[src/design/rv32i_pkg.sv]
package rv32i_pkg;

    typedef logic [31:0] rv32i_word;

    localparam int NUM_REGS = 32;
    localparam rv32i_word RESET_PC = 32'h0000_0000;
    // addi x0, x0, 0
    localparam rv32i_word NOP_INST = 32'h0000_0013;

    typedef enum logic [6:0] {
        op_lui   = 7'b0110111,
        op_auipc = 7'b0010111,
        op_jal   = 7'b1101111,
        op_jalr  = 7'b1100111,
        op_br    = 7'b1100011,
        op_load  = 7'b0000011,
        op_store = 7'b0100011,
        op_imm   = 7'b0010011,
        op_reg   = 7'b0110011
    } rv_opcode_t;

    typedef enum logic [3:0] {
        alu_add, alu_sub, alu_sll, alu_slt, alu_sltu,
        alu_xor, alu_srl, alu_sra, alu_or, alu_and
    } alu_op_t;

    // encoded as the branch funct3
    typedef enum logic [2:0] {
        cmp_beq  = 3'b000,
        cmp_bne  = 3'b001,
        cmp_blt  = 3'b100,
        cmp_bge  = 3'b101,
        cmp_bltu = 3'b110,
        cmp_bgeu = 3'b111
    } cmp_op_t;

    typedef enum logic {alumux1_rs1, alumux1_pc} alumux1_sel_t;
    typedef enum logic {alumux2_imm, alumux2_rs2} alumux2_sel_t;
    typedef enum logic {cmpmux_rs2, cmpmux_imm} cmpmux_sel_t;

    typedef enum logic [2:0] {
        wb_alu, wb_cmp, wb_u_imm, wb_pc_plus4, wb_load
    } wbmux_sel_t;

    typedef struct packed {
        rv_opcode_t   opcode;
        alu_op_t      alu_op;
        cmp_op_t      cmp_op;
        alumux1_sel_t alumux1_sel;
        alumux2_sel_t alumux2_sel;
        cmpmux_sel_t  cmpmux_sel;
        wbmux_sel_t   wbmux_sel;
        // memory access width, word for anything but load/store
        logic [2:0]   funct3;
        logic [4:0]   src1;
        logic [4:0]   src2;
        logic [4:0]   dest;
        logic         load_regfile;
        logic         mem_read;
        logic         mem_write;
        rv32i_word    imm;
    } ctrl_word_t;

    localparam ctrl_word_t CTRL_BUBBLE = '{
        opcode:       op_imm,
        alu_op:       alu_add,
        cmp_op:       cmp_beq,
        alumux1_sel:  alumux1_rs1,
        alumux2_sel:  alumux2_imm,
        cmpmux_sel:   cmpmux_rs2,
        wbmux_sel:    wb_alu,
        funct3:       3'b010,
        src1:         5'd0,
        src2:         5'd0,
        dest:         5'd0,
        load_regfile: 1'b0,
        mem_read:     1'b0,
        mem_write:    1'b0,
        imm:          32'h0
    };

    typedef struct packed {
        rv32i_word pc;
        rv32i_word inst;
    } ifid_t;

    typedef struct packed {
        rv32i_word  pc;
        rv32i_word  rs1;
        rv32i_word  rs2;
        ctrl_word_t cw;
    } idex_t;

    typedef struct packed {
        rv32i_word  pc;
        rv32i_word  alu;
        rv32i_word  rs2;
        logic       cmp_bit;
        ctrl_word_t cw;
    } exmem_t;

    typedef struct packed {
        rv32i_word  pc;
        rv32i_word  alu;
        logic       cmp_bit;
        ctrl_word_t cw;
    } memwb_t;

endpackage

[src/design/control.sv]
`timescale 1ns/1ps

module control import rv32i_pkg::*; (
    input  rv32i_word  inst,
    output ctrl_word_t cw
);

    logic [2:0] funct3;
    logic [6:0] funct7;
    logic       is_reg;
    logic       funct7_ok;
    logic       arith_ok;
    alu_op_t    arith_op;
    rv32i_word  imm_i;
    rv32i_word  imm_s;
    rv32i_word  imm_b;
    rv32i_word  imm_u;
    rv32i_word  imm_j;

    assign funct3 = inst[14:12];
    assign funct7 = inst[31:25];
    // bit 5 separates op_reg from op_imm
    assign is_reg = inst[5];

    assign imm_i = {{20{inst[31]}}, inst[31:20]};
    assign imm_s = {{20{inst[31]}}, inst[31:25], inst[11:7]};
    assign imm_b = {{20{inst[31]}}, inst[7], inst[30:25], inst[11:8], 1'b0};
    assign imm_u = {inst[31:12], 12'h000};
    assign imm_j = {{12{inst[31]}}, inst[19:12], inst[20], inst[30:21], 1'b0};

    // only sub and sra may carry funct7 0100000
    assign funct7_ok = (funct7 == 7'b0000000) ||
                       (funct7 == 7'b0100000 &&
                        (funct3 == 3'b101 || (is_reg && funct3 == 3'b000)));
    assign arith_ok = is_reg ? funct7_ok :
                      ((funct3 == 3'b001 || funct3 == 3'b101) ? funct7_ok : 1'b1);

    always_comb begin
        case (funct3)
            3'b000:  arith_op = (is_reg && inst[30]) ? alu_sub : alu_add;
            3'b001:  arith_op = alu_sll;
            3'b010:  arith_op = alu_slt;
            3'b011:  arith_op = alu_sltu;
            3'b100:  arith_op = alu_xor;
            3'b101:  arith_op = inst[30] ? alu_sra : alu_srl;
            3'b110:  arith_op = alu_or;
            default: arith_op = alu_and;
        endcase
    end

    always_comb begin
        cw = CTRL_BUBBLE;
        cw.opcode = rv_opcode_t'(inst[6:0]);
        cw.src1 = inst[19:15];
        cw.src2 = inst[24:20];
        cw.dest = inst[11:7];
        case (inst[6:0])
            op_lui: begin
                cw.wbmux_sel = wb_u_imm;
                cw.imm = imm_u;
                cw.load_regfile = 1'b1;
            end
            op_auipc: begin
                cw.alumux1_sel = alumux1_pc;
                cw.imm = imm_u;
                cw.load_regfile = 1'b1;
            end
            op_jal: begin
                cw.alumux1_sel = alumux1_pc;
                cw.wbmux_sel = wb_pc_plus4;
                cw.imm = imm_j;
                cw.load_regfile = 1'b1;
            end
            op_jalr: begin
                cw.wbmux_sel = wb_pc_plus4;
                cw.imm = imm_i;
                cw.load_regfile = 1'b1;
                if (funct3 != 3'b000)
                    cw = CTRL_BUBBLE;
            end
            op_br: begin
                // alu forms the target while the comparator decides
                cw.alumux1_sel = alumux1_pc;
                cw.cmp_op = cmp_op_t'(funct3);
                cw.imm = imm_b;
                if (funct3 == 3'b010 || funct3 == 3'b011)
                    cw = CTRL_BUBBLE;
            end
            op_load: begin
                cw.funct3 = funct3;
                cw.wbmux_sel = wb_load;
                cw.imm = imm_i;
                cw.mem_read = 1'b1;
                cw.load_regfile = 1'b1;
                if (funct3 == 3'b011 || funct3[2:1] == 2'b11)
                    cw = CTRL_BUBBLE;
            end
            op_store: begin
                cw.funct3 = funct3;
                cw.imm = imm_s;
                cw.mem_write = 1'b1;
                if (funct3[2] || funct3 == 3'b011)
                    cw = CTRL_BUBBLE;
            end
            op_imm, op_reg: begin
                cw.alu_op = arith_op;
                cw.alumux2_sel = is_reg ? alumux2_rs2 : alumux2_imm;
                cw.cmpmux_sel = is_reg ? cmpmux_rs2 : cmpmux_imm;
                cw.imm = imm_i;
                cw.load_regfile = 1'b1;
                // set-less-than goes through the comparator
                if (funct3 == 3'b010 || funct3 == 3'b011) begin
                    cw.cmp_op = (funct3 == 3'b010) ? cmp_blt : cmp_bltu;
                    cw.wbmux_sel = wb_cmp;
                end
                if (!arith_ok)
                    cw = CTRL_BUBBLE;
            end
            default: cw = CTRL_BUBBLE;
        endcase
        if (cw.dest == 5'd0)
            cw.load_regfile = 1'b0;
    end

endmodule

[src/design/datapath.sv]
`timescale 1ns/1ps

module datapath import rv32i_pkg::*; (
    input  logic       clk,
    input  logic       rst_n,
    input  logic       load_pipeline,
    input  rv32i_word  inst,
    input  rv32i_word  mem_rdata,
    output rv32i_word  inst_addr,
    output rv32i_word  mem_address,
    output rv32i_word  mem_wdata,
    output logic [3:0] mem_byte_enable,
    output logic       dread,
    output logic       dwrite
);

    rv32i_word  pc;
    ifid_t      ifid;
    idex_t      idex;
    exmem_t     exmem;
    memwb_t     memwb;

    ctrl_word_t dec_cw;
    rv32i_word  reg_a;
    rv32i_word  reg_b;
    rv32i_word  alu_out;
    logic       cmp_bit;
    logic       redirect;
    rv32i_word  redirect_target;
    logic [3:0] store_be;
    rv32i_word  load_value;
    rv32i_word  wb_value;

    // fetch
    always_ff @(posedge clk) begin
        if (!rst_n)
            pc <= RESET_PC;
        else if (load_pipeline)
            pc <= redirect ? redirect_target : pc + 32'd4;
    end

    assign inst_addr = pc;

    always_ff @(posedge clk) begin
        if (!rst_n) begin
            ifid <= '{pc: RESET_PC, inst: NOP_INST};
        end else if (load_pipeline) begin
            ifid.pc <= pc;
            ifid.inst <= redirect ? NOP_INST : inst;
        end
    end

    // decode
    control u_control (
        .inst (ifid.inst),
        .cw   (dec_cw)
    );

    regfile u_regfile (
        .clk   (clk),
        .rst_n (rst_n),
        .load  (memwb.cw.load_regfile && load_pipeline),
        .src_a (dec_cw.src1),
        .src_b (dec_cw.src2),
        .dest  (memwb.cw.dest),
        .in    (wb_value),
        .reg_a (reg_a),
        .reg_b (reg_b)
    );

    always_ff @(posedge clk) begin
        if (!rst_n)
            idex <= '{pc: RESET_PC, rs1: '0, rs2: '0, cw: CTRL_BUBBLE};
        else if (load_pipeline)
            idex <= '{pc: ifid.pc, rs1: reg_a, rs2: reg_b,
                      cw: redirect ? CTRL_BUBBLE : dec_cw};
    end

    // execute
    execute_unit u_execute (
        .idex            (idex),
        .alu_out         (alu_out),
        .cmp_bit         (cmp_bit),
        .redirect        (redirect),
        .redirect_target (redirect_target)
    );

    always_ff @(posedge clk) begin
        if (!rst_n)
            exmem <= '{pc: RESET_PC, alu: '0, rs2: '0, cmp_bit: 1'b0, cw: CTRL_BUBBLE};
        else if (load_pipeline)
            exmem <= '{pc: idex.pc, alu: alu_out, rs2: idex.rs2,
                       cmp_bit: cmp_bit, cw: idex.cw};
    end

    // memory
    load_store_align u_align (
        .store_data      (exmem.rs2),
        .store_funct3    (exmem.cw.funct3),
        .store_offset    (exmem.alu[1:0]),
        .mem_wdata       (mem_wdata),
        .mem_byte_enable (store_be),
        .mem_rdata       (mem_rdata),
        .load_funct3     (memwb.cw.funct3),
        .load_offset     (memwb.alu[1:0]),
        .load_value      (load_value)
    );

    assign dread = exmem.cw.mem_read;
    assign dwrite = exmem.cw.mem_write;
    assign mem_byte_enable = exmem.cw.mem_write ? store_be : 4'b0000;
    // idle bus shows the stage pc
    assign mem_address = (dread || dwrite) ? exmem.alu : exmem.pc;

    always_ff @(posedge clk) begin
        if (!rst_n)
            memwb <= '{pc: RESET_PC, alu: '0, cmp_bit: 1'b0, cw: CTRL_BUBBLE};
        else if (load_pipeline)
            memwb <= '{pc: exmem.pc, alu: exmem.alu, cmp_bit: exmem.cmp_bit, cw: exmem.cw};
    end

    // writeback
    always_comb begin
        case (memwb.cw.wbmux_sel)
            wb_alu:      wb_value = memwb.alu;
            wb_cmp:      wb_value = {31'b0, memwb.cmp_bit};
            wb_u_imm:    wb_value = memwb.cw.imm;
            wb_pc_plus4: wb_value = memwb.pc + 32'd4;
            wb_load:     wb_value = load_value;
            default:     wb_value = memwb.alu;
        endcase
    end

    assert property (@(posedge clk) disable iff (!rst_n) !(dread && dwrite))
        else $error("dread and dwrite high together at %h", mem_address);

    assert property (@(posedge clk) disable iff (!rst_n)
        memwb.cw.wbmux_sel inside {wb_alu, wb_cmp, wb_u_imm, wb_pc_plus4, wb_load})
        else $error("illegal writeback select %0d", memwb.cw.wbmux_sel);

    // a bad compare op would silently drop a taken branch
    assert property (@(posedge clk) disable iff (!rst_n)
        idex.cw.cmp_op inside {cmp_beq, cmp_bne, cmp_blt, cmp_bge, cmp_bltu, cmp_bgeu})
        else $error("illegal compare op %0d", idex.cw.cmp_op);

endmodule

[src/design/execute_unit.sv]
`timescale 1ns/1ps

module execute_unit import rv32i_pkg::*; (
    input  idex_t     idex,
    output rv32i_word alu_out,
    output logic      cmp_bit,
    output logic      redirect,
    output rv32i_word redirect_target
);

    rv32i_word  opa;
    rv32i_word  opb;
    rv32i_word  cmp_b;
    logic [4:0] shamt;
    logic       is_shift;

    assign opa = (idex.cw.alumux1_sel == alumux1_pc) ? idex.pc : idex.rs1;
    assign opb = (idex.cw.alumux2_sel == alumux2_rs2) ? idex.rs2 : idex.cw.imm;
    assign cmp_b = (idex.cw.cmpmux_sel == cmpmux_imm) ? idex.cw.imm : idex.rs2;
    assign shamt = opb[4:0];
    assign is_shift = idex.cw.alu_op inside {alu_sll, alu_srl, alu_sra};

    always_comb begin
        case (idex.cw.alu_op)
            alu_add:  alu_out = opa + opb;
            alu_sub:  alu_out = opa - opb;
            alu_sll:  alu_out = opa << shamt;
            alu_slt:  alu_out = {31'b0, $signed(opa) < $signed(opb)};
            alu_sltu: alu_out = {31'b0, opa < opb};
            alu_xor:  alu_out = opa ^ opb;
            alu_srl:  alu_out = opa >> shamt;
            alu_sra:  alu_out = $unsigned($signed(opa) >>> shamt);
            alu_or:   alu_out = opa | opb;
            default:  alu_out = opa & opb;
        endcase
    end

    always_comb begin
        case (idex.cw.cmp_op)
            cmp_beq:  cmp_bit = (idex.rs1 == cmp_b);
            cmp_bne:  cmp_bit = (idex.rs1 != cmp_b);
            cmp_blt:  cmp_bit = ($signed(idex.rs1) < $signed(cmp_b));
            cmp_bge:  cmp_bit = ($signed(idex.rs1) >= $signed(cmp_b));
            cmp_bltu: cmp_bit = (idex.rs1 < cmp_b);
            cmp_bgeu: cmp_bit = (idex.rs1 >= cmp_b);
            default:  cmp_bit = 1'b0;
        endcase
    end

    assign redirect = (idex.cw.opcode == op_br && cmp_bit) ||
                      idex.cw.opcode == op_jal ||
                      idex.cw.opcode == op_jalr;
    // jalr drops bit 0 of rs1 + imm
    assign redirect_target = (idex.cw.opcode == op_jalr) ? {alu_out[31:1], 1'b0} : alu_out;

    // decoder must hand over a clean shamt, srai keeps only imm bit 10
    always_comb begin
        if (is_shift && idex.cw.alumux2_sel == alumux2_imm) begin
            assert (idex.cw.imm[31:11] == '0 && idex.cw.imm[9:5] == '0)
                else $error("shift immediate %h has bits above shamt", idex.cw.imm);
        end
    end

endmodule

[src/design/load_store_align.sv]
`timescale 1ns/1ps

module load_store_align import rv32i_pkg::*; (
    input  rv32i_word  store_data,
    input  logic [2:0] store_funct3,
    input  logic [1:0] store_offset,
    output rv32i_word  mem_wdata,
    output logic [3:0] mem_byte_enable,
    input  rv32i_word  mem_rdata,
    input  logic [2:0] load_funct3,
    input  logic [1:0] load_offset,
    output rv32i_word  load_value
);

    rv32i_word shifted;

    // store lanes
    always_comb begin
        case (store_funct3[1:0])
            2'b00: begin
                mem_wdata = {4{store_data[7:0]}};
                mem_byte_enable = 4'b0001 << store_offset;
            end
            2'b01: begin
                mem_wdata = {2{store_data[15:0]}};
                mem_byte_enable = 4'b0011 << store_offset;
            end
            default: begin
                mem_wdata = store_data;
                mem_byte_enable = 4'b1111;
            end
        endcase
    end

    assign shifted = mem_rdata >> {load_offset, 3'b000};

    always_comb begin
        case (load_funct3)
            3'b000:  load_value = {{24{shifted[7]}}, shifted[7:0]};
            3'b001:  load_value = {{16{shifted[15]}}, shifted[15:0]};
            3'b100:  load_value = {24'h0, shifted[7:0]};
            3'b101:  load_value = {16'h0, shifted[15:0]};
            default: load_value = mem_rdata;
        endcase
    end

    // halves must not straddle the word
    always_comb begin
        if (store_funct3[1:0] == 2'b01)
            assert (store_offset != 2'd3) else $error("half store at offset 3");
        if (load_funct3[1:0] == 2'b01)
            assert (load_offset != 2'd3) else $error("half load at offset 3");
    end

endmodule

[src/design/regfile.sv]
`timescale 1ns/1ps

module regfile import rv32i_pkg::*; (
    input  logic       clk,
    input  logic       rst_n,
    input  logic       load,
    input  logic [4:0] src_a,
    input  logic [4:0] src_b,
    input  logic [4:0] dest,
    input  rv32i_word  in,
    output rv32i_word  reg_a,
    output rv32i_word  reg_b
);

    // x0 has no storage
    rv32i_word regs [1:NUM_REGS-1];

    always_ff @(posedge clk) begin
        if (!rst_n) begin
            for (int i = 1; i < NUM_REGS; i++)
                regs[i] <= '0;
        end else if (load && dest != 5'd0) begin
            regs[dest] <= in;
        end
    end

    // same-cycle write shows up on the read ports
    always_comb begin
        if (src_a == 5'd0)
            reg_a = '0;
        else if (load && src_a == dest)
            reg_a = in;
        else
            reg_a = regs[src_a];

        if (src_b == 5'd0)
            reg_b = '0;
        else if (load && src_b == dest)
            reg_b = in;
        else
            reg_b = regs[src_b];
    end

endmodule

[config.mk]
export PLATFORM = sky130hd
export DESIGN_NAME = datapath
export DESIGN_NICKNAME = d
export VERILOG_FILES = /design/src/design/rv32i_pkg.sv /design/src/design/control.sv /design/src/design/datapath.sv /design/src/design/execute_unit.sv /design/src/design/load_store_align.sv /design/src/design/regfile.sv
export SDC_FILE = /design/constraint.sdc
export NUM_CORES = 2
export LEC_CHECK = 0
export BUFFER_PORTS_ARGS = -buffer_cell sky130_fd_sc_hd__buf_2
export CAP_MARGIN = 20
export CELL_PAD_IN_SITES_DETAIL_PLACEMENT = 0
export CELL_PAD_IN_SITES_GLOBAL_PLACEMENT = 1
export CORE_UTILIZATION = 45
export DETAILED_ROUTE_END_ITERATION = 7
export PLACE_DENSITY_LB_ADDON = 0.12
export SETUP_SLACK_MARGIN = 0.3
export SYNTH_ARGS = -nofsm -noshare
export SYNTH_HDL_FRONTEND = slang
export SYNTH_SLANG_ARGS = --single-unit
[constraint.sdc]
create_clock -name clk -period 4.99 [get_ports clk]
set_input_delay 0.998 -clock clk [delete_from_list [all_inputs] [get_ports clk]]
set_output_delay 0.998 -clock clk [all_outputs]
set_load 0.02 [all_outputs]
==> results.py <==
metrics = {
    "outcome": {
        "status": "finished with violations",
        "violations": "DRC",
    },
    "logic_synthesis": {
        "yosysUniqueCellTypes": 106,
        "synth_edf_count": 1024,
        "synth_area_leaders": "edfxtp_1 (36%), dfxtp_1 (12%), mux2i_1 (8.9%)",
        "syn_area_um2": 85000,
        "yosysTopAreaCell": "edfxtp_1",
        "ys_ff_latch": 1531,
        "syn_area_per_cell_um2": 9.37,
        "synth_ff_type": "edfxtp_1",
        "synth_top_area_frac": 0.362,
        "async_flop_share": 0,
        "yosysWarnings": 0,
        "ys_seq_area_frac": 0.481,
        "syn_inst": 9072,
    },
    "timing": {
        "setup_slack_ns": 0.201,
        "fin_crit_ns": 4.79,
        "maxSlewViolCount": 0,
        "setup_viol": 0,
        "skew_ns": 0.0645,
        "rsz0062_at_grt": "yes",
        "timing.hold.ws_ns": 0.429,
        "max_freq_mhz": 209,
        "worst_slew_pin_slew_ns": 1.45,
        "hold_viol_final": 0,
        "slew_headroom": 0.0354,
        "fin_tns_setup_ns": 0,
        "min_period_over_period": 0.960,
    },
    "floorplanning": {
        "start_util": 0.453,
        "num_rows": 159,
        "fp.coreArea_um2": 188000,
        "io_pins": 169,
        "die_w_um": 437,
        "dieHeight_um": 437,
        "die-area_um2": 191000,
    },
    "cts": {
        "clk_pin_slew_ns": 0.06,
        "cts.path.max_buffers": 3,
        "cts_tree": "yes",
        "cts-root-buf": "clkbuf_16",
        "clock_sinks": 1531,
        "numCtsBuffers": 172,
        "clk_latency_ns": 0.89,
        "htree_levels": 4,
    },
    "detailed_routing": {
        "drt.antenna.violating_nets": 0,
        "wl_per_cell_um": 39.3,
        "wl_um": 476000,
        "dr.pass1.iters": 8,
        "drc": 14,
        "via_per_inst": 6.87,
        "drt_iter0_markers": 13200,
        "vias": 83200,
    },
    "place": {
        "pre_cts_ws_ns": -0.355,
        "numPortBuffers": 168,
        "place_hpwl_um": 343000,
        "place.gp.congestion": 1.09,
    },
    "global_routing": {
        "grt_overflow_total": 0,
        "antenna_found_initial": 41,
        "grt_max_degree": 175,
        "grt_usage": 0.484,
        "grt_pass1_vias": 76900,
        "grt_pass1_wl_um": 640000,
    },
    "power_and_ir_drop": {
        "p_sw_frac": 0.294,
        "power.share.clock": 0.406,
        "p_int_mw": 22.7,
        "vdd_drop_max_v": 0.000305,
        "power_leakage_nw": 37.2,
        "p_switching_mw": 9.46,
        "pwr-share-seq": 0.441,
        "combPwrFrac": 0.153,
        "p_per_area_nw_per_um2": 323,
    },
    "layout": {
        "layout-drive-gt1-share": 0.164,
        "fin_nets": 9654,
        "area_delta_synth_final_pct": 17.4,
    },
    "worst_setup_path": {
        "critPathCaptureType": "flop",
        "worstPathArrival_ns": 5.53,
        "slowest_stage": "o31ai_4",
        "critPathKind": "reg -> reg",
        "cp.required_ns": 5.73,
        "cp_cell_sequence": "and4b_1, nand4_1, o211ai_1, buf_4, buf_4, o31ai_4, buf_4, buf_4, a21oi_1, a211oi_1, o21ai_0, a22o_1",
        "cpPeakStageDelay_ns": 0.76,
        "critPathLaunchType": "flop",
        "crit_top_cell": "buf_4",
        "path_max_fanout": 13,
    },
    "run": {
        "drv_cap": 0,
    },
    "min_path": {
        "min_path_type": "in -> reg",
    },
}
==> per-layer routing <==
layer	vias up	global-route usage	share of wire
met1	40700	0.584	0.35
met5	-	0.00428	0.00073
met2	6769	0.704	0.42
li1	34000	-	-
met4	32	0.400	0.10
met3	1713	0.152	0.13
==> registers in the layout, summed over array words and instances, names as in the netlist <==
signal,flops
ifid,64
dread,1
idex,159
u_regfile.regs,1024
memwb,109
exmem,141
inst_addr,32
dwrite,1
==> synth_stat cells, types with 79 or more instances <==
master	number
a211oi_1	80
a21oi_1	586
a221oi_1	138
a22oi_1	99
a31oi_1	112
buf_1	79
buf_2	117
clkbuf_1	577
dfxtp_1	507
edfxtp_1	1024
ha_1	131
inv_1	149
mux2_2	126
mux2i_1	755
nand2_1	1030
nand3_1	227
nor2_1	1609
nor3_1	103
o21ai_0	363
o221ai_1	122
o22ai_1	136
==> kinds of logic after synthesis <==
logic type	count (synthesis)	share of synthesized area
multiplexers	906	0.111
other	1	0.0000441
buffers and inverters	966	0.0459
adder cells (fa/ha/maj)	136	0.0201
AO/OA/AOI/OAI	2197	0.175
XOR/XNOR	78	0.00804
AND/OR/NAND/NOR	3257	0.159
flip-flops	1531	0.481
==> area by class of cell <==
class	instances	area [um^2]
fill	17100	87900
multi-input combinational	6606	41400
sequential	1531	40900
timing repair buffer	976	7940
clock buffer	226	4710
tap	2495	3120
clock inverter	89	1000
inverter	167	639
antenna	18	45.0
==> through the flow <==
step	instance area [um^2]	std cells	utilization	power, mW
floorplan	85100	9103	-	16.5
global placement	93700	11800	0.499	19.0
detailed placement	93700	11800	0.499	19.0
CTS	99500	12100	0.531	31.8
global route	99700	12100	0.532	32.7
finish	99800	12100	0.532	32.2
==> placed cells by master, fill, tap and decap left out, types with 128 or more instances in the layout <==
cell       Yosys  final
edfxtp_1    1024   1024
nand2_1     1030   1010
buf_4         21    725
a21oi_1      586    578
inv_1        149    148
a221oi_1     138    128
o22ai_1      136    136
buf_2        117    168
mux2i_1      755    747
nand3_1      227    225
nor2_1      1609   1592
dfxtp_1      507    496
ha_1         131    130
o21ai_0      363    357
clkbuf_16      0    175
==> path summary, 6_finish.rpt <==
kind,from,to,slack [ns],cells after the start
worst max-delay path,ifid[4],idex[109],0.20,12
worst min-delay path,inst[15],ifid[15],0.43,3
worst max register to register,ifid[4],idex[109],0.20,12
worst min register to register,idex[71],idex[71],0.46,2
==> power by group through the flow <==
stage / clock network, mW / registers (mW) / logic [mW]
floorplan: 0 / 14.3 / 2.22
global placement: 0 / 14.4 / 4.60
detailed placement: 0 / 14.4 / 4.60
CTS: 13.0 / 14.2 / 4.65
global route: 13.5 / 14.2 / 4.95
finish: 13.1 / 14.2 / 4.94
==> timing repair <==
| item | in CTS | in global routing |
|---|---|---|
| setup endpoints to repair | 16 | 82 |
| setup buffers | 2 | 3 |
| pin swaps | 3 | 2 |
| hold buffers | 0 | 0 |
| gates cloned | 1 | 1 |
| resized for setup | 16 | 24 |
==> worst max-delay path, delay by kind of cell, from the launching register on <==
kind,cells,cell delay [ns]
compound gates,6,2.61
buf+inv,4,1.01
flops,1,0.54
simple gates,2,0.49
Note: power is estimated with default switching activity, not from simulation.
